`src/hdl/ex_pkg.sv`:
```
package ex_pkg;

    // Datapath width, one RV32 word
    localparam int XLEN       = 32;
    localparam int REG_ADDR_W = 5;

    // ALU operation codes
    localparam int ALU_OP_W = 4;

    localparam logic [ALU_OP_W-1:0] ALU_ADD    = 4'd0;
    localparam logic [ALU_OP_W-1:0] ALU_SUB    = 4'd1;
    localparam logic [ALU_OP_W-1:0] ALU_AND    = 4'd2;
    localparam logic [ALU_OP_W-1:0] ALU_OR     = 4'd3;
    localparam logic [ALU_OP_W-1:0] ALU_XOR    = 4'd4;
    localparam logic [ALU_OP_W-1:0] ALU_SLL    = 4'd5;
    localparam logic [ALU_OP_W-1:0] ALU_SRL    = 4'd6;
    localparam logic [ALU_OP_W-1:0] ALU_SRA    = 4'd7;
    localparam logic [ALU_OP_W-1:0] ALU_SLT    = 4'd8;
    localparam logic [ALU_OP_W-1:0] ALU_SLTU   = 4'd9;
    localparam logic [ALU_OP_W-1:0] ALU_PASS_B = 4'd10; // LUI

    // Branch types, JALR travels on its own flag
    localparam int BR_W = 3;

    localparam logic [BR_W-1:0] BR_NONE = 3'd0;
    localparam logic [BR_W-1:0] BR_EQ   = 3'd1;
    localparam logic [BR_W-1:0] BR_NE   = 3'd2;
    localparam logic [BR_W-1:0] BR_LT   = 3'd3;
    localparam logic [BR_W-1:0] BR_GE   = 3'd4;
    localparam logic [BR_W-1:0] BR_LTU  = 3'd5;
    localparam logic [BR_W-1:0] BR_GEU  = 3'd6;
    localparam logic [BR_W-1:0] BR_JAL  = 3'd7;

    // Forwarding selects
    // Code 3 is unused and behaves like FWD_MEM
    localparam int FWD_W = 2;

    localparam logic [FWD_W-1:0] FWD_NONE = 2'd0;
    localparam logic [FWD_W-1:0] FWD_MEM  = 2'd1;
    localparam logic [FWD_W-1:0] FWD_WB   = 2'd2;

endpackage

```
`src/hdl/operand_forward.sv`:
```
`timescale 1ns/1ns

module operand_forward (
    input  logic [ex_pkg::XLEN-1:0]  data_a_i,
    input  logic [ex_pkg::XLEN-1:0]  data_b_i,
    input  logic [ex_pkg::XLEN-1:0]  store_data_i,
    input  logic [ex_pkg::XLEN-1:0]  data_from_mem_i,
    input  logic [ex_pkg::XLEN-1:0]  data_from_wb_i,
    input  logic [ex_pkg::FWD_W-1:0] fwd_a_sel_i,
    input  logic [ex_pkg::FWD_W-1:0] fwd_b_sel_i,
    input  logic [ex_pkg::FWD_W-1:0] fwd_store_sel_i,
    output logic [ex_pkg::XLEN-1:0]  operand_a_o,
    output logic [ex_pkg::XLEN-1:0]  operand_b_o,
    output logic [ex_pkg::XLEN-1:0]  store_data_o
);

    // One decode rule for all three selects
    function automatic logic [ex_pkg::XLEN-1:0] pick_source(
        input logic [ex_pkg::FWD_W-1:0] sel,
        input logic [ex_pkg::XLEN-1:0]  decoded,
        input logic [ex_pkg::XLEN-1:0]  from_mem,
        input logic [ex_pkg::XLEN-1:0]  from_wb
    );
        logic [ex_pkg::XLEN-1:0] chosen;
        case (sel)
            ex_pkg::FWD_NONE: chosen = decoded;
            ex_pkg::FWD_WB:   chosen = from_wb;
            ex_pkg::FWD_MEM:  chosen = from_mem;
            default:          chosen = from_mem; // Spare code, memory stage wins
        endcase
        return chosen;
    endfunction

    always_comb begin
        operand_a_o  = pick_source(fwd_a_sel_i, data_a_i, data_from_mem_i, data_from_wb_i);
        operand_b_o  = pick_source(fwd_b_sel_i, data_b_i, data_from_mem_i, data_from_wb_i);
        store_data_o = pick_source(fwd_store_sel_i, store_data_i,
                                   data_from_mem_i, data_from_wb_i);
    end

endmodule

```
`src/hdl/alu_shifter.sv`:
```
`timescale 1ns/1ns

module alu_shifter (
    input  logic [ex_pkg::XLEN-1:0]     operand_a_i,
    input  logic [ex_pkg::XLEN-1:0]     operand_b_i,
    input  logic [ex_pkg::ALU_OP_W-1:0] alu_op_i,
    output logic [ex_pkg::XLEN-1:0]     result_o,
    output logic                        zero_o,
    output logic                        lt_o,
    output logic                        ltu_o
);

    logic [ex_pkg::XLEN-1:0] sum;
    logic [ex_pkg::XLEN:0]   diff_ext;   // Extra bit holds the borrow
    logic [ex_pkg::XLEN-1:0] diff;
    logic [4:0]              shamt;
    logic                    sign_a;
    logic                    sign_b;
    logic                    sign_d;
    logic                    overflow;

    assign sum      = operand_a_i + operand_b_i;
    assign diff_ext = {1'b0, operand_a_i} - {1'b0, operand_b_i};
    assign diff     = diff_ext[ex_pkg::XLEN-1:0];
    assign shamt    = operand_b_i[4:0];

    assign sign_a = operand_a_i[ex_pkg::XLEN-1];
    assign sign_b = operand_b_i[ex_pkg::XLEN-1];
    assign sign_d = diff[ex_pkg::XLEN-1];

    // Signed overflow of a - b: operand signs differ and result sign flips from a
    assign overflow = (sign_a ^ sign_b) & (sign_a ^ sign_d);

    // Flags always come from the subtractor, shared with branch compare
    assign zero_o = (diff == '0);
    assign lt_o   = sign_d ^ overflow;
    assign ltu_o  = diff_ext[ex_pkg::XLEN];

    always_comb begin
        case (alu_op_i)
            ex_pkg::ALU_ADD:    result_o = sum;
            ex_pkg::ALU_SUB:    result_o = diff;
            ex_pkg::ALU_AND:    result_o = operand_a_i & operand_b_i;
            ex_pkg::ALU_OR:     result_o = operand_a_i | operand_b_i;
            ex_pkg::ALU_XOR:    result_o = operand_a_i ^ operand_b_i;
            ex_pkg::ALU_SLL:    result_o = operand_a_i << shamt;
            ex_pkg::ALU_SRL:    result_o = operand_a_i >> shamt;
            ex_pkg::ALU_SRA:    result_o = $unsigned($signed(operand_a_i) >>> shamt);
            ex_pkg::ALU_SLT: begin
                result_o = '0;
                result_o[0] = lt_o;
            end
            ex_pkg::ALU_SLTU: begin
                result_o = '0;
                result_o[0] = ltu_o;
            end
            ex_pkg::ALU_PASS_B: result_o = operand_b_i; // LUI immediate
            default:            result_o = sum;
        endcase
    end

endmodule

```
`src/hdl/branch_resolver.sv`:
```
`timescale 1ns/1ns

module branch_resolver (
    input  logic                    valid_i,
    input  logic [ex_pkg::BR_W-1:0] branch_sel_i,
    input  logic                    is_jalr_i,
    input  logic                    zero_i,
    input  logic                    lt_i,
    input  logic                    ltu_i,
    input  logic [ex_pkg::XLEN-1:0] alu_result_i,
    input  logic [ex_pkg::XLEN-1:0] pc_plus_i,
    input  logic [ex_pkg::XLEN-1:0] branch_target_i,
    input  logic                    branch_prediction_i,
    output logic                    misprediction_o,
    output logic [ex_pkg::XLEN-1:0] correct_pc_o
);

    logic cond_taken;
    logic taken;

    always_comb begin
        case (branch_sel_i)
            ex_pkg::BR_EQ:  cond_taken = zero_i;
            ex_pkg::BR_NE:  cond_taken = !zero_i;
            ex_pkg::BR_LT:  cond_taken = lt_i;
            ex_pkg::BR_GE:  cond_taken = !lt_i;
            ex_pkg::BR_LTU: cond_taken = ltu_i;
            ex_pkg::BR_GEU: cond_taken = !ltu_i;
            ex_pkg::BR_JAL: cond_taken = 1'b1;
            default:        cond_taken = 1'b0;  // BR_NONE
        endcase
    end

    assign taken = cond_taken | is_jalr_i; // Jumps always redirect

    // Prediction check only counts for a live instruction
    assign misprediction_o = valid_i & (taken ^ branch_prediction_i);

    always_comb begin
        if (is_jalr_i) begin
            correct_pc_o = {alu_result_i[ex_pkg::XLEN-1:1], 1'b0}; // rs1 + imm, bit 0 cleared
        end else if (taken) begin
            correct_pc_o = branch_target_i;
        end else begin
            correct_pc_o = pc_plus_i;
        end
    end

endmodule

```
`src/hdl/ex_mem_register.sv`:
```
`timescale 1ns/1ns

module ex_mem_register (
    input  logic                          clk,
    input  logic                          reset,
    input  logic                          valid_i,
    input  logic                          stall_i,
    input  logic                          link_i,
    input  logic [ex_pkg::XLEN-1:0]       alu_result_i,
    input  logic [ex_pkg::XLEN-1:0]       pc_plus_i,
    input  logic [ex_pkg::XLEN-1:0]       store_data_i,
    input  logic [ex_pkg::XLEN-1:0]       pc_i,
    input  logic                          is_load_i,
    input  logic                          is_store_i,
    input  logic                          reg_write_i,
    input  logic [ex_pkg::REG_ADDR_W-1:0] rd_addr_i,
    output logic                          valid_o,
    output logic [ex_pkg::XLEN-1:0]       result_o,
    output logic [ex_pkg::XLEN-1:0]       store_data_o,
    output logic                          mem_read_o,
    output logic                          mem_write_o,
    output logic                          reg_write_o,
    output logic [ex_pkg::REG_ADDR_W-1:0] rd_addr_o,
    output logic                          trace_valid_o,
    output logic [ex_pkg::XLEN-1:0]       trace_pc_o,
    output logic [ex_pkg::XLEN-1:0]       trace_mem_addr_o,
    output logic [ex_pkg::XLEN-1:0]       trace_reg_data_o,
    output logic [ex_pkg::XLEN-1:0]       trace_store_data_o
);

    logic [ex_pkg::XLEN-1:0] stage_result;
    logic                    is_mem_op;

    assign stage_result = link_i ? pc_plus_i : alu_result_i; // JAL/JALR write the return address
    assign is_mem_op    = is_load_i | is_store_i;

    always_ff @(posedge clk or negedge reset) begin
        if (!reset) begin
            valid_o            <= 1'b0;
            result_o           <= '0;
            store_data_o       <= '0;
            mem_read_o         <= 1'b0;
            mem_write_o        <= 1'b0;
            reg_write_o        <= 1'b0;
            rd_addr_o          <= '0;
            trace_valid_o      <= 1'b0;
            trace_pc_o         <= '0;
            trace_mem_addr_o   <= '0;
            trace_reg_data_o   <= '0;
            trace_store_data_o <= '0;
        end else if (!stall_i) begin           // Memory stage back-pressure freezes everything
            valid_o            <= valid_i;
            result_o           <= stage_result;
            store_data_o       <= store_data_i;
            mem_read_o         <= valid_i & is_load_i;
            mem_write_o        <= valid_i & is_store_i;
            reg_write_o        <= valid_i & reg_write_i;
            rd_addr_o          <= rd_addr_i;
            trace_valid_o      <= valid_i;
            trace_pc_o         <= pc_i;
            trace_mem_addr_o   <= is_mem_op ? stage_result : '0;
            trace_reg_data_o   <= is_mem_op ? '0 : stage_result;
            trace_store_data_o <= is_store_i ? store_data_i : '0;
        end
    end

endmodule

```
`src/hdl/execute_stage.sv`:
```
`timescale 1ns/1ns

module execute_stage (
    input  logic                          clk,
    input  logic                          reset,
    input  logic                          valid_i,
    input  logic                          stall_i,
    input  logic [ex_pkg::XLEN-1:0]       pc_i,
    input  logic [ex_pkg::XLEN-1:0]       pc_plus_i,
    input  logic [ex_pkg::XLEN-1:0]       branch_target_i,
    input  logic [ex_pkg::XLEN-1:0]       data_a_i,
    input  logic [ex_pkg::XLEN-1:0]       data_b_i,
    input  logic [ex_pkg::XLEN-1:0]       store_data_i,
    input  logic [ex_pkg::XLEN-1:0]       data_from_mem_i,
    input  logic [ex_pkg::XLEN-1:0]       data_from_wb_i,
    input  logic [ex_pkg::FWD_W-1:0]      fwd_a_sel_i,
    input  logic [ex_pkg::FWD_W-1:0]      fwd_b_sel_i,
    input  logic [ex_pkg::FWD_W-1:0]      fwd_store_sel_i,
    input  logic [ex_pkg::ALU_OP_W-1:0]   alu_op_i,
    input  logic [ex_pkg::BR_W-1:0]       branch_sel_i,
    input  logic                          is_jalr_i,
    input  logic                          link_i,
    input  logic                          is_load_i,
    input  logic                          is_store_i,
    input  logic                          reg_write_i,
    input  logic [ex_pkg::REG_ADDR_W-1:0] rd_addr_i,
    input  logic                          branch_prediction_i,
    output logic                          misprediction_o,
    output logic [ex_pkg::XLEN-1:0]       correct_pc_o,
    output logic                          valid_o,
    output logic [ex_pkg::XLEN-1:0]       result_o,
    output logic [ex_pkg::XLEN-1:0]       store_data_o,
    output logic                          mem_read_o,
    output logic                          mem_write_o,
    output logic                          reg_write_o,
    output logic [ex_pkg::REG_ADDR_W-1:0] rd_addr_o,
    output logic                          trace_valid_o,
    output logic [ex_pkg::XLEN-1:0]       trace_pc_o,
    output logic [ex_pkg::XLEN-1:0]       trace_mem_addr_o,
    output logic [ex_pkg::XLEN-1:0]       trace_reg_data_o,
    output logic [ex_pkg::XLEN-1:0]       trace_store_data_o
);

    logic [ex_pkg::XLEN-1:0] operand_a;
    logic [ex_pkg::XLEN-1:0] operand_b;
    logic [ex_pkg::XLEN-1:0] store_data;  // Store value after forwarding
    logic [ex_pkg::XLEN-1:0] alu_result;
    logic                    zero;
    logic                    lt;
    logic                    ltu;

    operand_forward u_forward (
        .data_a_i        (data_a_i),
        .data_b_i        (data_b_i),
        .store_data_i    (store_data_i),
        .data_from_mem_i (data_from_mem_i),
        .data_from_wb_i  (data_from_wb_i),
        .fwd_a_sel_i     (fwd_a_sel_i),
        .fwd_b_sel_i     (fwd_b_sel_i),
        .fwd_store_sel_i (fwd_store_sel_i),
        .operand_a_o     (operand_a),
        .operand_b_o     (operand_b),
        .store_data_o    (store_data)
    );

    alu_shifter u_alu (
        .operand_a_i (operand_a),
        .operand_b_i (operand_b),
        .alu_op_i    (alu_op_i),
        .result_o    (alu_result),
        .zero_o      (zero),
        .lt_o        (lt),
        .ltu_o       (ltu)
    );

    branch_resolver u_branch (
        .valid_i             (valid_i),
        .branch_sel_i        (branch_sel_i),
        .is_jalr_i           (is_jalr_i),
        .zero_i              (zero),
        .lt_i                (lt),
        .ltu_i               (ltu),
        .alu_result_i        (alu_result),
        .pc_plus_i           (pc_plus_i),
        .branch_target_i     (branch_target_i),
        .branch_prediction_i (branch_prediction_i),
        .misprediction_o     (misprediction_o),
        .correct_pc_o        (correct_pc_o)
    );

    ex_mem_register u_ex_mem (
        .clk                (clk),
        .reset              (reset),
        .valid_i            (valid_i),
        .stall_i            (stall_i),
        .link_i             (link_i),
        .alu_result_i       (alu_result),
        .pc_plus_i          (pc_plus_i),
        .store_data_i       (store_data),
        .pc_i               (pc_i),
        .is_load_i          (is_load_i),
        .is_store_i         (is_store_i),
        .reg_write_i        (reg_write_i),
        .rd_addr_i          (rd_addr_i),
        .valid_o            (valid_o),
        .result_o           (result_o),
        .store_data_o       (store_data_o),
        .mem_read_o         (mem_read_o),
        .mem_write_o        (mem_write_o),
        .reg_write_o        (reg_write_o),
        .rd_addr_o          (rd_addr_o),
        .trace_valid_o      (trace_valid_o),
        .trace_pc_o         (trace_pc_o),
        .trace_mem_addr_o   (trace_mem_addr_o),
        .trace_reg_data_o   (trace_reg_data_o),
        .trace_store_data_o (trace_store_data_o)
    );

endmodule

```
`config.mk`:
```
export PLATFORM = sky130hd
export DESIGN_NAME = execute_stage
export DESIGN_NICKNAME = d
export VERILOG_FILES = /design/src/hdl/ex_pkg.sv /design/src/hdl/operand_forward.sv /design/src/hdl/alu_shifter.sv /design/src/hdl/branch_resolver.sv /design/src/hdl/ex_mem_register.sv /design/src/hdl/execute_stage.sv
export SDC_FILE = /design/constraint.sdc
export NUM_CORES = 1
export LEC_CHECK = 0
export ABC_AREA = 1
export BUFFER_PORTS_ARGS = -buffer_cell sky130_fd_sc_hd__clkbuf_2
export CAP_MARGIN = 20
export CELL_PAD_IN_SITES_DETAIL_PLACEMENT = 0
export CELL_PAD_IN_SITES_GLOBAL_PLACEMENT = 2
export CORE_AREA = 2 2 194 386
export CTS_CLUSTER_SIZE = 10
export DETAILED_ROUTE_END_ITERATION = 8
export DIE_AREA = 0 0 196 388
export PLACE_DENSITY_LB_ADDON = 0.25
export SLEW_MARGIN = 20
export SYNTH_ARGS = -nofsm -noshare
export SYNTH_HDL_FRONTEND = slang
export SYNTH_HIERARCHICAL = 1
export SYNTH_SLANG_ARGS = --single-unit
```
`constraint.sdc`:
```
create_clock -name clk -period 7.99 [get_ports clk]
set_input_delay 1.598 -clock clk [delete_from_list [all_inputs] [get_ports clk]]
set_output_delay 1.598 -clock clk [all_outputs]
set_load 0.05 [all_outputs]
```
Yosys cells after proc, flatten, opt, wreduce, memory -nomap -nowiden. Index checks and enable logic that the tools add are counted.

Shift-type cells: 3. Reductions and logical operators: 7. Multiplexer cells: 11. Add/sub/neg operators: 2. Bitwise logic cells: 14. Equality and inequality tests: 20.

Operator list (count): $pmux 32 s10 (1); $mux 32 (6); $pmux 32 s2 (3); $sub 32x32->33 (1); $add 32x32->32 (1); $and 32x32->32 (1); $logic_not 32->1 (1); $or 32x32->32 (1); $shl 32x5->32 (1); $shr 32x5->32 (1); $sshr 32x5->32 (1); $xor 32x32->32 (1); $eq 4x3->1 const B (4); $eq 3x3->1 const B (4); $eq 4x4->1 const B (3); $eq 4x2->1 const B (2); $pmux 1 s7 (1); $eq 2x2->1 const B (3); $eq 3x2->1 const B (2); $logic_not 2->1 (3); $and 1x1->1 (5); $eq 4x1->1 const B (1); $xor 1x1->1 (4); $eq 3x1->1 const B (1); other kinds (2) (5).

Register bits: 201. Bits of input ports: 284.

Depth between registers and ports, before layout.
Depth in word-level cells: 11. Depth in mapped cells: 41. Mapped depth without buffers: 38.

Modules after synthesis. The synthesis kept the hierarchy.

Modules (own cells, without submodules): alu_shifter (times used 1, area each 9639.2 um^2, cells each 1859); ex_mem_register (times used 1, area each 7963.9 um^2, cells each 929); operand_forward (times used 1, area each 2124.5 um^2, cells each 432); branch_resolver (times used 1, area each 1236.2 um^2, cells each 174).

Worst setup path after synthesis. OpenSTA, ideal clock, no wires.

Path kind: input port to output port. Start: input port fwd_b_sel_i[1] (netlist name). End: output port misprediction_o. Arrival: 6.441 ns. Setup slack: -0.049 ns. Cell stages on the path: 41. Path buffers: 5. Path through: buf_4 -> nor2_8 -> buf_6 -> nand2_1 -> nand3_1 -> buf_2 -> clkinv_1 -> clkbuf_1 -> ha_1 -> buf_4 -> nor2_2 -> nand2_1 -> clkinv_1 -> nand3_2 -> nand2_1 -> nand2_1 -> nand3_2 -> nand2_2 -> [5 not listed] -> nand3_1 -> nor2_1 -> nand3_1 -> nor2_1 -> nand2_1 -> nor2_1 -> nand3_1 -> nor2_1 -> nand2_1 -> nor2_2 -> inv_1 -> nand2_1 -> nand2_1 -> nand3_4 -> nand2_1 -> nor2_1 -> nor2_1 -> nor2_1.

Elaborated cells on any way between the ends: 16. Those cells by class: add/sub (1); eq/ne (1); mux (2); bitwise (7); reduce/logical (5).

RTL lines: from (decl) (RTL line execute_stage.sv:17) `input logic [ex_pkg::FWD_W-1:0] fwd_b_sel_i,`; $eq 2x2->1 or $logic_not 2->1 (tied branches) (RTL line operand_forward.sv:25) `case (sel)`; $pmux 32 s2 * (RTL line operand_forward.sv:25); via operand_b, one bit (RTL line execute_stage.sv:45) `logic [ex_pkg::XLEN-1:0] operand_b;`; $sub 32x32->33 * (RTL line alu_shifter.sv:23) `assign diff_ext = {1'b0, operand_a_i} - {1'b0, operand_b_i};`; $logic_not 32->1 * (RTL line alu_shifter.sv:35) `assign zero_o = (diff == '0);`; via zero (RTL line execute_stage.sv:48) `logic zero;`; $logic_not 1->1 (RTL line branch_resolver.sv:24) `ex_pkg::BR_NE: cond_taken = !zero_i;`; $pmux 1 s7 * (RTL line branch_resolver.sv:22) `case (branch_sel_i)`; $or 1x1->1 * (RTL line branch_resolver.sv:34) `assign taken = cond_taken | is_jalr_i;`; $xor 1x1->1 * (RTL line branch_resolver.sv:37) `assign misprediction_o = valid_i & (taken ^ branch_prediction_i);`; $and 1x1->1 * (RTL line branch_resolver.sv:37); to (decl) (RTL line execute_stage.sv:28) `output logic misprediction_o,`.

Mark *: on every way through the listed nets, which the timed path passes. The rest lies on a longest branch.

Worst setup path in the final report.
Start: input port fwd_a_sel_i[1] (netlist name). End: output port correct_pc_o[11] (netlist name).

Elaborated cells on any way between the ends: 24. Those cells by class: add/sub (2); eq/ne (1); shift (3); mux (5); bitwise (8); reduce/logical (5).

RTL lines: from (decl) (RTL line execute_stage.sv:16) `input logic [ex_pkg::FWD_W-1:0] fwd_a_sel_i,`; $eq 2x2->1 or $logic_not 2->1 (tied branches) (RTL line operand_forward.sv:25); $pmux 32 s2 * (RTL line operand_forward.sv:25); via operand_a, one bit (RTL line execute_stage.sv:44) `logic [ex_pkg::XLEN-1:0] operand_a;`; $sub 32x32->33 * (RTL line alu_shifter.sv:23); $logic_not 32->1 * (RTL line alu_shifter.sv:35); via zero (RTL line execute_stage.sv:48); $logic_not 1->1 (RTL line branch_resolver.sv:24); $pmux 1 s7 * (RTL line branch_resolver.sv:22); $or 1x1->1 * (RTL line branch_resolver.sv:34); $mux 32 * (RTL line branch_resolver.sv:42) `end else if (taken) begin`; $mux 32 * (RTL line branch_resolver.sv:40) `if (is_jalr_i) begin`; to (decl) (RTL line execute_stage.sv:29) `output logic [ex_pkg::XLEN-1:0] correct_pc_o,`.

Marked as above.

==> metrics.csv <==
metric,value,unit
ir_drop,0.000135,V
grt_pass1_vias,27200,
yosys.area_share.xor_xnor,0.501,%
multi_input_area,14800,µm²
min_path_type,reg -> reg,
dieArea,76000,µm²
die_x,196,µm
grt_max_degree,102,
drtAntennaViolNets,0,
power_leakage,0.0155,µW
critPathLaunchType,primary input,
synth_warnings,6,
syn_to_final_growth,39.9,%
synth_ff_type,dfrtp_1,
relSlewSlack,22.6,%
synth_cells,3394,
drtPass1Iterations,6,
rr_worst_depth,2,
synth_fp_nets,3778,
post-route-util,40.3,%
antenna_found_initial,9,
htree_levels,1,
synth_top_cell_area_share,24.0,%
clock_sinks,201,
top_layer,met5,
async_reset_ff_share,100,%
gp_congestion,1.03,
insertion_delay,0.58,ns
drive_gt1_share,31.9,%
io_pins,519,
postCtsHoldBufs,0,
register_area,5030,µm²
p_per_area,186,nW/µm²
outcome,finished clean,
synth_area_per_cell,6.18,µm²
grt.total_usage,35.6,%
crit_path_end_kind,output pin,
cp_max_fo,8,
synth-seq-cells,201,
yosys-top-cells-count,"nand2_1 (1,336), nand3_1 (368), inv_1 (211)",
clock_path_buffers,3,
hpwlAfterDp,113000,µm
hold_viol,0,
worst_pin_slew,1.16,ns
portBuffers,518,
ys_types,61,
vias,26900,
post-route-min-period,7.97,ns
cp.required,6.39,ns
setup_violations,0,
drt_wl_total,140000,µm
syn_area,21000,µm²
rsz0062_at_grt,yes,
fin_crit_sh,99.8,%
drtIter0Drc,1895,
yosys.area_share.simple,43.6,%
min_path_cells,2,
met3WireLength,6920,µm
max_freq,125,MHz
wl_met1,45400,µm
start_util,28.8,%
critPathMaxStageDelay,0.55,ns
grt_overflow,0,
tns,0,ns
arrival,6.37,ns
drc,0,
synth.area.mux_share,0.716,%
synth_edf_count,0,
met2_length,73400,µm
netlist.top_cell.by_area,dfrtp_1,
die_h,388,µm
num_rows,140,
drv_slew,0,
synthTopCellsByArea,"dfrtp_1 (24%), nand2_1 (24%), nand3_1 (8.8%), ha_1 (5.8%), o21ai_0 (3.9%)",
maxCapViolCount,0,
synth-adder-area-share,6.08,%
grt_pass1_wl,194000,µm
synth_top_family_by_area,simple AND/OR/NAND/NOR gates,
via_per_inst,5.31,
ys_seq_area_share,24.0,%
nets,4523,
core_area,72900,µm²
critPathKind,in -> out,
cts-root-buf,clkbuf_16,
cts_made_buffers,24,
skew,0,ns
synth_compound_area_share,14.3,%
nFillCells,8121,
worst_path_max_delay_cell,fa_1,
routedWlPerCell,27.6,µm
path_clk_slew,0.06,ns
yosysMostFrequentCell,nand2_1,
cts_tree,built,
## final timing paths
kind / start / to / slack [ns]
worst max-delay path: fwd_a_sel_i[1] / correct_pc_o[11] / 0.02
worst min-delay path: u_ex_mem/trace_reg_data_o[9]$_DFFE_PN0N_ / u_ex_mem/trace_reg_data_o[9]$_DFFE_PN0N_ / 0.48
worst max register to register: u_ex_mem/trace_store_data_o[28]$_DFFE_PN0N_ / u_ex_mem/trace_store_data_o[28]$_DFFE_PN0N_ / 7.11
worst min register to register: u_ex_mem/trace_reg_data_o[9]$_DFFE_PN0N_ / u_ex_mem/trace_reg_data_o[9]$_DFFE_PN0N_ / 0.48
max in group asynchronous: reset / u_ex_mem/store_data_o[3]$_DFFE_PN0N_ / 5.73
min in group asynchronous: reset / u_ex_mem/trace_reg_data_o[6]$_DFFE_PN0N_ / 1.05
## final cells by class
cell class | count | share of cell area (%)
Sequential cell | 201 | 17.1
Clock inverter | 2 | 0.0853
Timing Repair Buffer | 926 | 22.9
Multi-Input combinational cell | 2732 | 50.4
Tap cell | 923 | 3.94
Clock buffer | 26 | 2.07
Inverter | 254 | 3.35
Antenna cell | 7 | 0.0597
## where the power goes
part / total (µW) / switching (µW) / internal (µW) / leakage [µW]
Clock: 986 / 451 / 534 / 0.000310
Sequential: 1190 / 63.3 / 1130 / 0.00257
Combinational: 3290 / 2250 / 1030 / 0.0127
## sequential cells by signal, indices dropped and copies added, names as in the netlist
signal                       count
u_ex_mem/trace_store_data_o     32
u_ex_mem/store_data_o           32
u_ex_mem/trace_valid_o           1
u_ex_mem/trace_reg_data_o       32
u_ex_mem/mem_write_o             1
u_ex_mem/reg_write_o             1
u_ex_mem/trace_mem_addr_o       32
u_ex_mem/result_o               32
u_ex_mem/trace_pc_o             32
u_ex_mem/mem_read_o              1
u_ex_mem/rd_addr_o               5
## routing by layer
metal | up-vias | GRT usage, %
met5 | - | 0
met4 | 4 | 30.8
met3 | 388 | 5.01
met2 | 1132 | 66.7
met1 | 12800 | 33.4
li1 | 12600 | -
## placed cells by master, fill, tap and decap left out, types with 11 or more instances in the layout
| master | netlist | layout |
|---|---|---|
| a221oi_1 | 11 | 11 |
| ha_4 | 0 | 28 |
| nor2_4 | 5 | 15 |
| nand3_4 | 1 | 22 |
| buf_12 | 3 | 55 |
| o21ai_0 | 164 | 163 |
| o211ai_1 | 27 | 27 |
| mux2i_1 | 15 | 15 |
| nand2_1 | 1336 | 1292 |
| nand2_4 | 2 | 12 |
| a21oi_1 | 128 | 125 |
| nand3_1 | 368 | 311 |
| o22ai_1 | 30 | 30 |
| dfrtp_1 | 201 | 201 |
| nand4_1 | 57 | 57 |
| o21a_1 | 16 | 16 |
| o21ai_1 | 76 | 74 |
| nand2_2 | 19 | 53 |
| nor3_1 | 22 | 22 |
| buf_4 | 38 | 344 |
| buf_6 | 28 | 34 |
| clkbuf_2 | 0 | 479 |
| ha_1 | 97 | 66 |
| nor2_1 | 175 | 164 |
| nand3_2 | 65 | 101 |
| nor2_2 | 11 | 12 |
| inv_1 | 211 | 165 |
| o21ai_2 | 8 | 11 |
| clkbuf_16 | 0 | 27 |
| inv_2 | 39 | 76 |
| xor2_1 | 11 | 11 |
## repair_timing
action	4_1_cts	5_1_grt
buffers inserted	32	30
pin swaps	38	72
cloned	8	3
resized for setup	172	150
endpoints found under the setup margin	33	33
## worst max-delay path: cells and delay by family
family          cells  cell delay (ns)
simple gates       28             2.81
buf+inv             8             1.00
fa+ha+maj           2             0.79
compound gates      1             0.13
## metrics by stage
stage | instances | setup slack (ns) | hold WS (ns) | area (µm²) | total power [µW]
floorplan | 3394 | 0.167 | 0.745 | 21000 | 2870
global placement | 4968 | -0.255 | 0.461 | 26700 | 4250
detailed placement | 4968 | -0.321 | 0.464 | 26700 | 4240
CTS | 5035 | -0.0755 | 0.480 | 28600 | 5360
global route | 5069 | -0.187 | 0.490 | 29300 | 5690
finish | 5071 | 0.0183 | 0.477 | 29300 | 5460
## kinds of logic after synthesis
family / count (synthesis)
and+or+nand+nor: 2085
AOI/OAI and AO/OA: 518
muxes: 15
DFF: 201
adders and majority gates: 100
xor gates and xnor gates: 12
buffers and inverters: 463
Note: power is estimated with default switching activity, not from simulation.
